===== src/ninjin_axi_pkg.sv =====
package ninjin_axi_pkg;

  // ==============================
  // AXI4-Lite widths
  // ==============================

  localparam int axi_dwidth = 32;
  localparam int axi_awidth = 7;
  // byte offset inside one word
  localparam int axi_lsb    = 2;

  localparam logic [1:0] axi_resp_okay = 2'b00;

  // ==============================
  // channel bundles
  // ==============================

  // master side of all five channels
  typedef struct packed {
    logic [axi_awidth-1:0]   awaddr;
    logic [2:0]              awprot;
    logic                    awvalid;
    logic [axi_dwidth-1:0]   wdata;
    logic [axi_dwidth/8-1:0] wstrb;
    logic                    wvalid;
    logic                    bready;
    logic [axi_awidth-1:0]   araddr;
    logic [2:0]              arprot;
    logic                    arvalid;
    logic                    rready;
  } ninjin_axi_req_t;

  // slave side
  typedef struct packed {
    logic                  awready;
    logic                  wready;
    logic                  bvalid;
    logic [1:0]            bresp;
    logic                  arready;
    logic                  rvalid;
    logic [axi_dwidth-1:0] rdata;
    logic [1:0]            rresp;
  } ninjin_axi_rsp_t;

endpackage


===== src/ninjin_core_pkg.sv =====
package ninjin_core_pkg;

  // ==============================
  // register map
  // ==============================

  localparam int port_num = 8;
  localparam int port_aw  = $clog2(port_num);

  // processor to logic
  localparam int reg_ctrl   = 0;
  localparam int reg_weight = 1;
  localparam int reg_input  = 2;
  localparam int reg_bias   = 3;

  // logic to processor
  localparam int reg_status = 4;
  localparam int reg_result = 5;
  localparam int reg_lane0  = 6;
  localparam int reg_lane1  = 7;

  // ctrl bits
  localparam int ctrl_start = 0;
  localparam int ctrl_relu  = 1;

  // ==============================
  // data types
  // ==============================

  typedef logic [31:0] port_word_t;

  // two byte pairs for one lane
  typedef struct packed {
    logic signed [7:0] w0;
    logic signed [7:0] w1;
    logic signed [7:0] x0;
    logic signed [7:0] x1;
    logic              valid;
  } lane_operand_t;

  typedef struct packed {
    logic signed [31:0] sum;
    logic               valid;
  } lane_sum_t;

  // per job settings taken at start
  typedef struct packed {
    logic signed [31:0] bias;
    logic               relu_en;
  } job_cfg_t;

endpackage


===== src/ninjin_s_axi_lite.sv =====
`timescale 1ns/1ps

module ninjin_s_axi_lite
  ( input  logic                            clk
  , input  logic                            xrst
  , input  ninjin_axi_pkg::ninjin_axi_req_t s_axi_req
  , output ninjin_axi_pkg::ninjin_axi_rsp_t s_axi_rsp
  , input  ninjin_core_pkg::port_word_t
      out_port [ninjin_core_pkg::port_num-1:ninjin_core_pkg::port_num/2]
  , output ninjin_core_pkg::port_word_t
      in_port [ninjin_core_pkg::port_num/2-1:0]
  );

  import ninjin_axi_pkg::*;
  import ninjin_core_pkg::*;

  logic                          r_awready;
  logic [axi_awidth-1:0]         r_awaddr;
  logic                          r_wready;
  logic                          r_bvalid;
  logic                          r_arready;
  logic [axi_awidth-1:0]         r_araddr;
  logic                          r_rvalid;
  logic [axi_dwidth-1:0]         r_rdata;
  port_word_t                    r_port [port_num];

  logic                          wr_start;
  logic                          rd_start;
  logic                          port_we;
  logic                          port_re;
  logic [axi_awidth-axi_lsb-1:0] wr_idx;
  logic [axi_awidth-axi_lsb-1:0] rd_idx;
  port_word_t                    rd_word;

  // no new request while a response still waits
  assign wr_start = !r_awready && !r_bvalid && s_axi_req.awvalid && s_axi_req.wvalid;
  assign rd_start = !r_arready && !r_rvalid && s_axi_req.arvalid;

  assign port_we = r_awready && s_axi_req.awvalid && r_wready && s_axi_req.wvalid;
  assign port_re = r_arready && s_axi_req.arvalid && !r_rvalid;

  assign wr_idx = r_awaddr[axi_awidth-1:axi_lsb];
  assign rd_idx = r_araddr[axi_awidth-1:axi_lsb];

  // ==============================
  // write address
  // ==============================

  always_ff @(posedge clk) begin
    if (!xrst) begin
      r_awready <= 1'b0;
      r_awaddr  <= '0;
    end else begin
      r_awready <= wr_start;
      if (wr_start) begin
        r_awaddr <= s_axi_req.awaddr;
      end
    end
  end

  // ==============================
  // write data and response
  // ==============================

  always_ff @(posedge clk) begin
    if (!xrst) begin
      r_wready <= 1'b0;
    end else begin
      r_wready <= wr_start;
    end
  end

  // held until bready
  always_ff @(posedge clk) begin
    if (!xrst) begin
      r_bvalid <= 1'b0;
    end else if (port_we && !r_bvalid) begin
      r_bvalid <= 1'b1;
    end else if (r_bvalid && s_axi_req.bready) begin
      r_bvalid <= 1'b0;
    end
  end

  // ==============================
  // read address and data
  // ==============================

  always_ff @(posedge clk) begin
    if (!xrst) begin
      r_arready <= 1'b0;
      r_araddr  <= '0;
    end else begin
      r_arready <= rd_start;
      if (rd_start) begin
        r_araddr <= s_axi_req.araddr;
      end
    end
  end

  // holes in the map read as zero
  always_comb begin
    if (rd_idx < port_num) begin
      rd_word = r_port[rd_idx[port_aw-1:0]];
    end else begin
      rd_word = '0;
    end
  end

  always_ff @(posedge clk) begin
    if (!xrst) begin
      r_rvalid <= 1'b0;
      r_rdata  <= '0;
    end else begin
      if (port_re) begin
        r_rvalid <= 1'b1;
        r_rdata  <= rd_word;
      end else if (r_rvalid && s_axi_req.rready) begin
        r_rvalid <= 1'b0;
      end
    end
  end

  // ==============================
  // port registers
  // ==============================

  always_ff @(posedge clk) begin
    if (!xrst) begin
      for (int i = 0; i < port_num; i++) begin
        r_port[i] <= '0;
      end
    end else if (port_we) begin
      // out of range index is dropped
      if (wr_idx < port_num) begin
        for (int b = 0; b < axi_dwidth / 8; b++) begin
          if (s_axi_req.wstrb[b]) begin
            r_port[wr_idx[port_aw-1:0]][b*8 +: 8] <= s_axi_req.wdata[b*8 +: 8];
          end
        end
      end
    end else begin
      // logic to processor half follows the core
      for (int i = port_num / 2; i < port_num; i++) begin
        r_port[i] <= out_port[i];
      end
    end
  end

  always_comb begin
    for (int i = 0; i < port_num / 2; i++) begin
      in_port[i] = r_port[i];
    end
  end

  always_comb begin
    s_axi_rsp.awready = r_awready;
    s_axi_rsp.wready  = r_wready;
    s_axi_rsp.bvalid  = r_bvalid;
    s_axi_rsp.bresp   = axi_resp_okay;
    s_axi_rsp.arready = r_arready;
    s_axi_rsp.rvalid  = r_rvalid;
    s_axi_rsp.rdata   = r_rdata;
    s_axi_rsp.rresp   = axi_resp_okay;
  end

endmodule


===== src/ninjin_mac_lane.sv =====
`timescale 1ns/1ps

module ninjin_mac_lane
  ( input  logic                           clk
  , input  logic                           xrst
  , input  ninjin_core_pkg::lane_operand_t operand
  , output ninjin_core_pkg::lane_sum_t     sum
  );

  logic signed [15:0] prod0;
  logic signed [15:0] prod1;
  logic               prod_valid;

  // ==============================
  // stage 1 products
  // ==============================

  always_ff @(posedge clk) begin
    if (!xrst) begin
      prod_valid <= 1'b0;
    end else begin
      prod_valid <= operand.valid;
    end
  end

  // signed 8x8 fits in 16 bits
  always_ff @(posedge clk) begin
    prod0 <= operand.w0 * operand.x0;
    prod1 <= operand.w1 * operand.x1;
  end

  // ==============================
  // stage 2 lane sum
  // ==============================

  always_ff @(posedge clk) begin
    if (!xrst) begin
      sum.valid <= 1'b0;
      sum.sum   <= '0;
    end else begin
      sum.valid <= prod_valid;
      // sign extend before adding
      sum.sum   <= 32'(prod0) + 32'(prod1);
    end
  end

endmodule


===== src/ninjin_combine.sv =====
`timescale 1ns/1ps

module ninjin_combine
  ( input  logic                        clk
  , input  logic                        xrst
  , input  ninjin_core_pkg::lane_sum_t  sum0
  , input  ninjin_core_pkg::lane_sum_t  sum1
  , input  ninjin_core_pkg::job_cfg_t   cfg
  , output ninjin_core_pkg::port_word_t result
  , output ninjin_core_pkg::port_word_t lane0
  , output ninjin_core_pkg::port_word_t lane1
  , output logic                        done
  , output logic [7:0]                  job_count
  );

  import ninjin_core_pkg::*;

  job_cfg_t           cfg_d [3];
  logic signed [31:0] total;
  logic               both_valid;

  // ==============================
  // cfg delay line
  // ==============================

  // one stage per cycle of issue and lane latency
  always_ff @(posedge clk) begin
    cfg_d[0] <= cfg;
    cfg_d[1] <= cfg_d[0];
    cfg_d[2] <= cfg_d[1];
  end

  // ==============================
  // final sum and relu
  // ==============================

  assign both_valid = sum0.valid && sum1.valid;
  assign total      = sum0.sum + sum1.sum + cfg_d[2].bias;

  always_ff @(posedge clk) begin
    if (!xrst) begin
      result    <= '0;
      lane0     <= '0;
      lane1     <= '0;
      done      <= 1'b0;
      job_count <= '0;
    end else begin
      // single cycle flag per finished job
      done <= both_valid;
      if (both_valid) begin
        if (cfg_d[2].relu_en && total < 0) begin
          result <= '0;
        end else begin
          result <= total;
        end
        lane0     <= sum0.sum;
        lane1     <= sum1.sum;
        // wraps at 256
        job_count <= job_count + 8'd1;
      end
    end
  end

endmodule


===== src/ninjin_core.sv =====
`timescale 1ns/1ps

module ninjin_core
  ( input  logic                        clk
  , input  logic                        xrst
  , input  ninjin_core_pkg::port_word_t
      in_port [ninjin_core_pkg::port_num/2-1:0]
  , output ninjin_core_pkg::port_word_t
      out_port [ninjin_core_pkg::port_num-1:ninjin_core_pkg::port_num/2]
  );

  import ninjin_core_pkg::*;

  logic          start_q;
  logic          start_pulse;
  logic          done;
  logic          done_hold;
  logic [7:0]    job_count;
  lane_operand_t op0;
  lane_operand_t op1;
  job_cfg_t      cfg;
  lane_sum_t     sum0;
  lane_sum_t     sum1;
  port_word_t    result;
  port_word_t    lane0;
  port_word_t    lane1;

  // ==============================
  // start edge and issue
  // ==============================

  always_ff @(posedge clk) begin
    if (!xrst) begin
      start_q <= 1'b0;
    end else begin
      start_q <= in_port[reg_ctrl][ctrl_start];
    end
  end

  assign start_pulse = in_port[reg_ctrl][ctrl_start] && !start_q;

  // bytes 0,1 to lane 0 and bytes 2,3 to lane 1
  always_ff @(posedge clk) begin
    if (!xrst) begin
      op0.valid <= 1'b0;
      op1.valid <= 1'b0;
    end else begin
      op0.valid <= start_pulse;
      op1.valid <= start_pulse;
      if (start_pulse) begin
        op0.w0 <= in_port[reg_weight][7:0];
        op0.w1 <= in_port[reg_weight][15:8];
        op0.x0 <= in_port[reg_input][7:0];
        op0.x1 <= in_port[reg_input][15:8];
        op1.w0 <= in_port[reg_weight][23:16];
        op1.w1 <= in_port[reg_weight][31:24];
        op1.x0 <= in_port[reg_input][23:16];
        op1.x1 <= in_port[reg_input][31:24];
      end
    end
  end

  // enters the combiner delay line in the issue cycle
  assign cfg.bias    = in_port[reg_bias];
  assign cfg.relu_en = in_port[reg_ctrl][ctrl_relu];

  ninjin_mac_lane lane0_u (.clk(clk), .xrst(xrst), .operand(op0), .sum(sum0));
  ninjin_mac_lane lane1_u (.clk(clk), .xrst(xrst), .operand(op1), .sum(sum1));

  ninjin_combine combine0
    ( .clk       (clk)
    , .xrst      (xrst)
    , .sum0      (sum0)
    , .sum1      (sum1)
    , .cfg       (cfg)
    , .result    (result)
    , .lane0     (lane0)
    , .lane1     (lane1)
    , .done      (done)
    , .job_count (job_count)
    );

  // ==============================
  // status
  // ==============================

  // sticky done, dropped by the next start
  always_ff @(posedge clk) begin
    if (!xrst) begin
      done_hold <= 1'b0;
    end else if (start_pulse) begin
      done_hold <= 1'b0;
    end else if (done) begin
      done_hold <= 1'b1;
    end
  end

  always_comb begin
    out_port[reg_status] = {16'h0000, job_count, 7'h00, done_hold | done};
    out_port[reg_result] = result;
    out_port[reg_lane0]  = lane0;
    out_port[reg_lane1]  = lane1;
  end

endmodule


===== src/ninjin_top.sv =====
`timescale 1ns/1ps

module ninjin_top
  ( input  logic                            clk
  , input  logic                            xrst
  , input  ninjin_axi_pkg::ninjin_axi_req_t s_axi_req
  , output ninjin_axi_pkg::ninjin_axi_rsp_t s_axi_rsp
  );

  import ninjin_core_pkg::*;

  // processor to logic
  port_word_t in_port  [port_num/2-1:0];
  // logic to processor
  port_word_t out_port [port_num-1:port_num/2];

  ninjin_s_axi_lite bank0
    ( .clk       (clk)
    , .xrst      (xrst)
    , .s_axi_req (s_axi_req)
    , .s_axi_rsp (s_axi_rsp)
    , .out_port  (out_port)
    , .in_port   (in_port)
    );

  ninjin_core core0
    ( .clk      (clk)
    , .xrst     (xrst)
    , .in_port  (in_port)
    , .out_port (out_port)
    );

endmodule


===== config.mk =====
export PLATFORM = sky130hd
export DESIGN_NAME = ninjin_top
export DESIGN_NICKNAME = d
export VERILOG_FILES = /design/src/ninjin_axi_pkg.sv /design/src/ninjin_core_pkg.sv /design/src/ninjin_s_axi_lite.sv /design/src/ninjin_mac_lane.sv /design/src/ninjin_combine.sv /design/src/ninjin_core.sv /design/src/ninjin_top.sv
export SDC_FILE = /design/constraint.sdc
export NUM_CORES = 2
export LEC_CHECK = 0
export BUFFER_PORTS_ARGS = -buffer_cell sky130_fd_sc_hd__buf_2
export CORE_MARGIN = 2
export CORE_UTILIZATION = 68
export DETAILED_ROUTE_END_ITERATION = 12
export PLACE_DENSITY = 0.86
export SLEW_MARGIN = 15
export SYNTH_ARGS = -nofsm -noshare
export SYNTH_HDL_FRONTEND = slang
export SYNTH_SLANG_ARGS = --single-unit

===== constraint.sdc =====
create_clock -name clk -period 13.7 [get_ports clk]
set_input_delay 0.685 -clock clk [delete_from_list [all_inputs] [get_ports clk]]
set_output_delay 0.685 -clock clk [all_outputs]
set_load 0.01 [all_outputs]

Yosys cells after proc, flatten, opt, wreduce, memory -nomap -nowiden
Memory sizes are Yosys's and may differ from the RTL's. A register that Yosys moved wholly into a read port is not among the register bits. Index checks and enable logic that the tools add are counted.

Muxes and demuxes: 39. Bitwise logic cells: 6. Reductions and logical operators: 25. Multipliers: 4. $lt $le $gt $ge: 3. Add/subtract/negate cells: 5.

Operators with widths (count): two-way mux 32 bit (7); adder 32 bit (2); multiplier 8 x 8 -> 16 bit (4); adder 16 x 16 -> 17 bit (2); less-than comparator 32 x 1 -> 1 bit, second input constant (1); OR reduction 32 bit (1); two-way mux 1 bit (28); logical AND 1 bit (15); less-than comparator 5 x 4 -> 1 bit, second input constant (2); two-way mux 3 bit (3); adder 8 x 1 -> 8 bit, second input constant (1); logical NOT 1 bit (5); OR 1 bit (5); two-way mux 4 bit (1); nonzero test 2 bit (2); AND reduction 2 bit (1); OR reduction 2 bit (1); NOT 1 bit (1).

Memories kept: 2. Memory bits (writable): 355. Logic and storage cells: 107. Flip-flop bits (word level): 288.

Memory list: bank0.r_port (words 8, bits a word 32, rd ports 5, clocked after Yosys merged registers in 3, wr ports 8, RTL line ninjin_s_axi_lite.sv:25) `port_word_t r_port [port_num];`; core0.combine0.cfg_d (words 3, bits a word 33, rd ports 3, clocked after Yosys merged registers in 0, wr ports 3, RTL line ninjin_combine.sv:18) `job_cfg_t cfg_d [3];`.

Longest topological paths before layout
Depth in word-level cells: 8. Depth in mapped cells: 20. Gate-level depth less buffers: 20.

Cells and area by module
From an unflattened synthesis, not the netlist that was laid out.

Cells, all modules: 3487. Area, all modules: 38463.1 um^2.

Modules (own cells, without submodules): ninjin_s_axi_lite (sequential area each 8668.3 um^2, area each 14380.0 um^2, cells each 1116, times used 1); ninjin_combine (sequential area each 4083.9 um^2, area each 8046.5 um^2, cells each 788, times used 1); ninjin_mac_lane (core0.lane0_u) (sequential area each 1021.0 um^2, area each 6941.7 um^2, cells each 751, times used 1); ninjin_mac_lane (core0.lane1_u) (sequential area each 1021.0 um^2, area each 6899.1 um^2, cells each 735, times used 1); ninjin_core (sequential area each 1981.9 um^2, area each 2195.9 um^2, cells each 97, times used 1).

Worst setup path after synthesis
Ideal clock, no wire load.

Path type: in2reg. From: in xrst. To: reg core0.op0[10] in the netlist's numbering (enable). Cell stages on the path: 5. Setup slack: 7.397 ns. Arrival: 5.738 ns. Library setup time: 0.565 ns. Buffers on the path: 3. Required time: 13.135 ns. Path through: buf_2 inv_1 clkbuf_1 clkbuf_1 nor3_1.

Word-level cells in the longest chain between the ends: 1.

RTL lines: start: declaration (RTL line ninjin_top.sv:5) `, input logic xrst`; AND reduction 2 bit (no line); end: declaration (RTL line ninjin_core.sv:19) `lane_operand_t op0;`.

No other way between the ends. A chain may end at the register's enable or synchronous reset.

Worst setup path in the final report
From: reg core0.op1[30] in the netlist's numbering. To: reg core0.lane1_u.prod0[14].

Word-level cells in the longest chain between the ends: 1.

RTL lines: start: declaration (RTL line ninjin_core.sv:20) `lane_operand_t op1;`; multiplier 8 x 8 -> 16 bit (RTL line ninjin_mac_lane.sv:28) `prod0 <= operand.w0 * operand.x0;`; end signal: assignment (RTL line ninjin_mac_lane.sv:28); end: declaration (RTL line ninjin_mac_lane.sv:10) `logic signed [15:0] prod0;`.

No other way between the ends.

==> impl_summary.txt <==
----------------------------------------------------
[STA]
  Final worst path period share ... 36.45%
  Normalized max-slew margin ... 21.25%
  Maximum clock rate ... 200.3 MHz
  Final number of setup-violating endpoints ... 0
  Post-layout minimum cycle time ... 4993 ps
  Setup repair after global routing missed its margin ... no
  Worst slew pin tran ... 1169 ps
  Hold Fails Final Rpt ... 0
  Final slew viol count ... 0
  Max Clock Skew ... 19.95 ps
  Total Neg Setup Slack ... 0 ps

[Detailed routing]
  Number of design-rule violations left by the first detailed-router iteration ... 1,886
  Number of vias after detailed routing ... 23,741
  Count of unresolved DRC violations after routing ... 0
  Routed Antenna Nets ... 0
  First-pass DRT Iterations ... 5
  Average vias per placed instance ... 6.000
  Routed wire length ... 84,070 µm
  Routed WL per cell ... 21.25 µm

[Global route]
  Total gr overflow ... 0
  Pin count of the biggest net entering global routing ... 82
  Antenna violations before repair ... 1
  Total global routing track utilization ... 31.71%
  Global-route wire length before repair ... 133,000 µm
  Via count of the first global-routing pass ... 25,136

[Setup path]
  CP required ... 14,190 ps
  CP arrival ... 5480 ps
  Launching point of the worst reg2reg path ... core0.op1[30]$_DFFE_PP_
  Class of the most critical setup path ... reg2reg
  Critical Path Sink Type ... flop
  Number of cells traversed by the worst register-to-register path ... 18
  CP max FO ... 8
  Worst reg2reg setup slack ... 8710 ps
  Critical Path Start Type ... flop
  Timing startpoint of the critical path ... core0.op1[30]$_DFFE_PP_
  Endpoint of the lowest-slack register-to-register path ... core0.lane1_u.prod0[14]$_DFF_P_

[Worst hold path]
  HP Start ... core0.combine0.cfg_d[0][47]$_DFF_P_
  Min-delay worst type ... reg2reg
  Hold Crit Depth ... 0
  Min-Delay Endpoint ... core0.combine0.cfg_d[0][80]$_DFF_P_

[CTS]
  Clock input transition at the sequential cells of the worst setup and hold paths ... 70 ps
  Number of hold buffers added after cts ... 0
  TritonCTS Buffers ... 67
  Number of gates resized after CTS ... 0
  CTS tree ... yes
  Clock tree sinks ... 646
  Clock latency on the worst-skew pair ... 610 ps
  # Post-CTS Setup Buffers ... 0
  Maximum count of clock buffers along a single path ... 3
  Root Buffer ... clkbuf_16
  Number of H-tree branching levels ... 3

[Synthesis]
  Most frequently used flop master after synthesis ... dfxtp_1
  Number of synthesized register bits ... 646
  Fraction of synthesized area in multiplexers ... 6.343%
  Area share of fa/ha/maj cells after synthesis ... 20.40%
  Post-synthesis instance total ... 3,136
  Count of flip-flops with a built-in enable after synthesis ... 320
  Sequential area share after synthesis ... 44.95%
  Proportion of synthesized flip-flops having asynchronous set or reset ... 0%
  Mean instance size in the synthesized netlist ... 11.45 µm²
  Simple-Gate Fraction of Synth Area ... 13.16%
  Xor/xnor share of the synthesized area ... 2.488%
  Synthesized cell area ... 35,900 µm²
  Combinational family with the most area after synthesis ... adder cells
  Fraction of the mapped netlist area in compound gates ... 7.713%
  Distinct cell type count after synthesis ... 66
  Count of warnings emitted by yosys ... 0

[Floorplan]
  Die X ... 233.8 µm
  Number of top-level pins ... 104
  Die outline height ... 233.8 µm
  Starting density of the core ... 68.59%
  Core area ... 52,340 µm²
  Placement row count ... 84
  Total Die Area ... 54,650 µm²

[Placement]
  Detailed-placement wirelength estimate ... 60,810 µm
  Weighted congestion reported at the end of routability-driven placement ... 0.9414
  I/O Buffers ... 89
  Placed Instance Area ... 36,970 µm²

[Cells and area]
  Most frequent cells in the layout ... 350 x inv_1, 324 x and2_1, 322 x dfxtp_1
  Filler Cells Inserted ... 3,258
  Ant. Diodes ... 0
  Most common library cell in the layout ignoring fill and taps ... inv_1
  Share of post-route cells with drive strength above 1 ... 10.37%
  Fin nets ... 3,711
  Area of all placed cells without fillers ... 39,230 µm²
  Signed area change from the synthesized netlist to the final layout ... 9.267%

[Run]
  Number of max-cap violations ... 0

[Outcome]
  Result of the run ... finished, final reports clean

[Pwr]
  IR Drop Worst-Case VDD ... 0.1105 mV
  Total leakage power ... 16.67 nW
  PD cells ... 153.5 nW/µm²

----------------------------------------------------
## through the flow
step	total power, W	hold WS (ps)	setup WS (ps)	std cells	utilization, %
detailed placement	0.004111	312.1	8775	3834	70.63
CTS	0.005997	314.4	8744	3957	74.95
finish	0.006022	319.0	8707	3957	74.95
global route	0.006310	328.3	8394	3957	74.95
global placement	0.004031	313.7	8864	3834	70.63
floorplan	0.003661	309.6	7397	3139	-
## critical path, stage by stage, from the launching register on
cell,delay [ps]
edfxtp_1,500
and2_1,230
fa_1,540
inv_1,60
fa_1,540
inv_1,50
fa_1,480
inv_1,50
fa_1,470
inv_1,40
ha_1,310
o21ai_0,120
a21boi_0,290
o21ai_0,150
a21boi_0,270
o21ai_0,150
a21boi_0,360
mux2i_1,220
nand2_1,50
## layout make-up
type | instances | area, µm² | share of cell area [%]
multi-input cells | 2035 | 18010 | 45.92
flip-flops and latches | 646 | 16150 | 41.16
clock buffers | 84 | 1844 | 4.702
inverters | 351 | 1320 | 3.365
well taps | 688 | 860.8 | 2.195
repair buffers | 114 | 633.1 | 1.614
clock inverters | 39 | 411.6 | 1.049
## registers in the layout (all words and copies together) (netlist names), 16 cells and up, named ones only
register / flops
core0.combine0.result: 32
bank0.r_port: 256
core0.combine0.lane1: 17
bank0.r_rdata: 32
core0.lane1_u.prod1: 16
core0.lane0_u.sum: 18
core0.lane0_u.prod1: 16
core0.lane1_u.prod0: 16
core0.combine0.lane0: 17
core0.op0: 33
core0.combine0.cfg_d: 99
core0.op1: 32
core0.lane1_u.sum: 17
core0.lane0_u.prod0: 16
## layer usage
| metal | vias up | track usage (%) | part of all wire, % |
|---|---|---|---|
| met2 | 897 | 55.73 | 51 |
| met1 | 11885 | 38.59 | 39 |
| met3 | 215 | 5.131 | 6.5 |
| li1 | 10742 | - | - |
| met4 | 2 | 14.42 | 4.4 |
| met5 | - | 0 | 0.020 |
## cell families (layout without fill, tap and decap cells)
family / Yosys count / count (layout)
simple gates: 920 / 920
compound gates: 429 / 429
fa+ha+maj: 433 / 433
buf+inv: 458 / 588
flops: 646 / 646
xor+xnor: 102 / 102
other cells: 1 / 4
mux: 147 / 147
## worst max-delay path by stage
| stage | endpoint | slack, ps | cells after the start |
|---|---|---|---|
| 2_1_floorplan | core0.op0[10]$_DFFE_PP_ | 7400 | 5 |
| 3_3_place_gp | core0.lane0_u.prod1[14]$_DFF_P_ | 8860 | 18 |
| 3_5_place_dp | core0.lane1_u.prod0[14]$_DFF_P_ | 8780 | 18 |
| 4_1_cts | core0.lane1_u.prod0[14]$_DFF_P_ | 8740 | 18 |
| 5_1_grt | core0.lane1_u.prod0[14]$_DFF_P_ | 8390 | 18 |
| 6_report | core0.lane1_u.prod0[14]$_DFF_P_ | 8710 | 18 |
## synth_stat cells, types with 3 or more instances
master | instances | area [µm²]
and2_1 | 324 | 2027
a211o_1 | 5 | 43.79
o21ai_0 | 96 | 480.5
or3_1 | 6 | 37.54
and3_1 | 13 | 81.33
nand4_1 | 15 | 93.84
o21ai_1 | 11 | 55.05
fa_1 | 254 | 5085
a21oi_1 | 131 | 655.6
a31oi_1 | 10 | 62.56
ha_1 | 179 | 2240
nand3b_1 | 6 | 45.04
clkbuf_1 | 70 | 262.8
o211ai_1 | 6 | 45.04
a21boi_1 | 7 | 52.55
inv_1 | 351 | 1318
xnor2_1 | 81 | 709.4
xor2_1 | 21 | 183.9
a22o_1 | 40 | 350.3
buf_2 | 9 | 45.04
mux4_2 | 64 | 1441
a21o_1 | 31 | 232.7
nor4_1 | 4 | 25.02
dfxtp_1 | 326 | 6526
nor2_1 | 206 | 773.2
nand2_1 | 181 | 679.4
a21boi_0 | 7 | 52.55
nand2b_1 | 47 | 294.0
nor2b_1 | 36 | 225.2
mux2i_1 | 79 | 790.8
buf_4 | 9 | 67.56
o2111ai_1 | 4 | 35.03
nand3_1 | 46 | 230.2
a31o_2 | 33 | 289.0
nor3_1 | 26 | 130.1
buf_1 | 17 | 63.81
mux2_2 | 4 | 45.04
o21bai_1 | 10 | 75.07
edfxtp_1 | 320 | 9609
o21a_1 | 9 | 67.56
a211oi_1 | 5 | 37.54
a221oi_1 | 3 | 26.28
o41ai_1 | 4 | 35.03
## power by group
part           internal [W]  leakage [nW]  switching, W  total (W)
clock network       0.00110          1.11      0.000784    0.00188
registers           0.00218          6.19      0.000149    0.00233
logic              0.000762          9.37       0.00105    0.00181
Note: power is estimated with default switching activity, not from simulation.
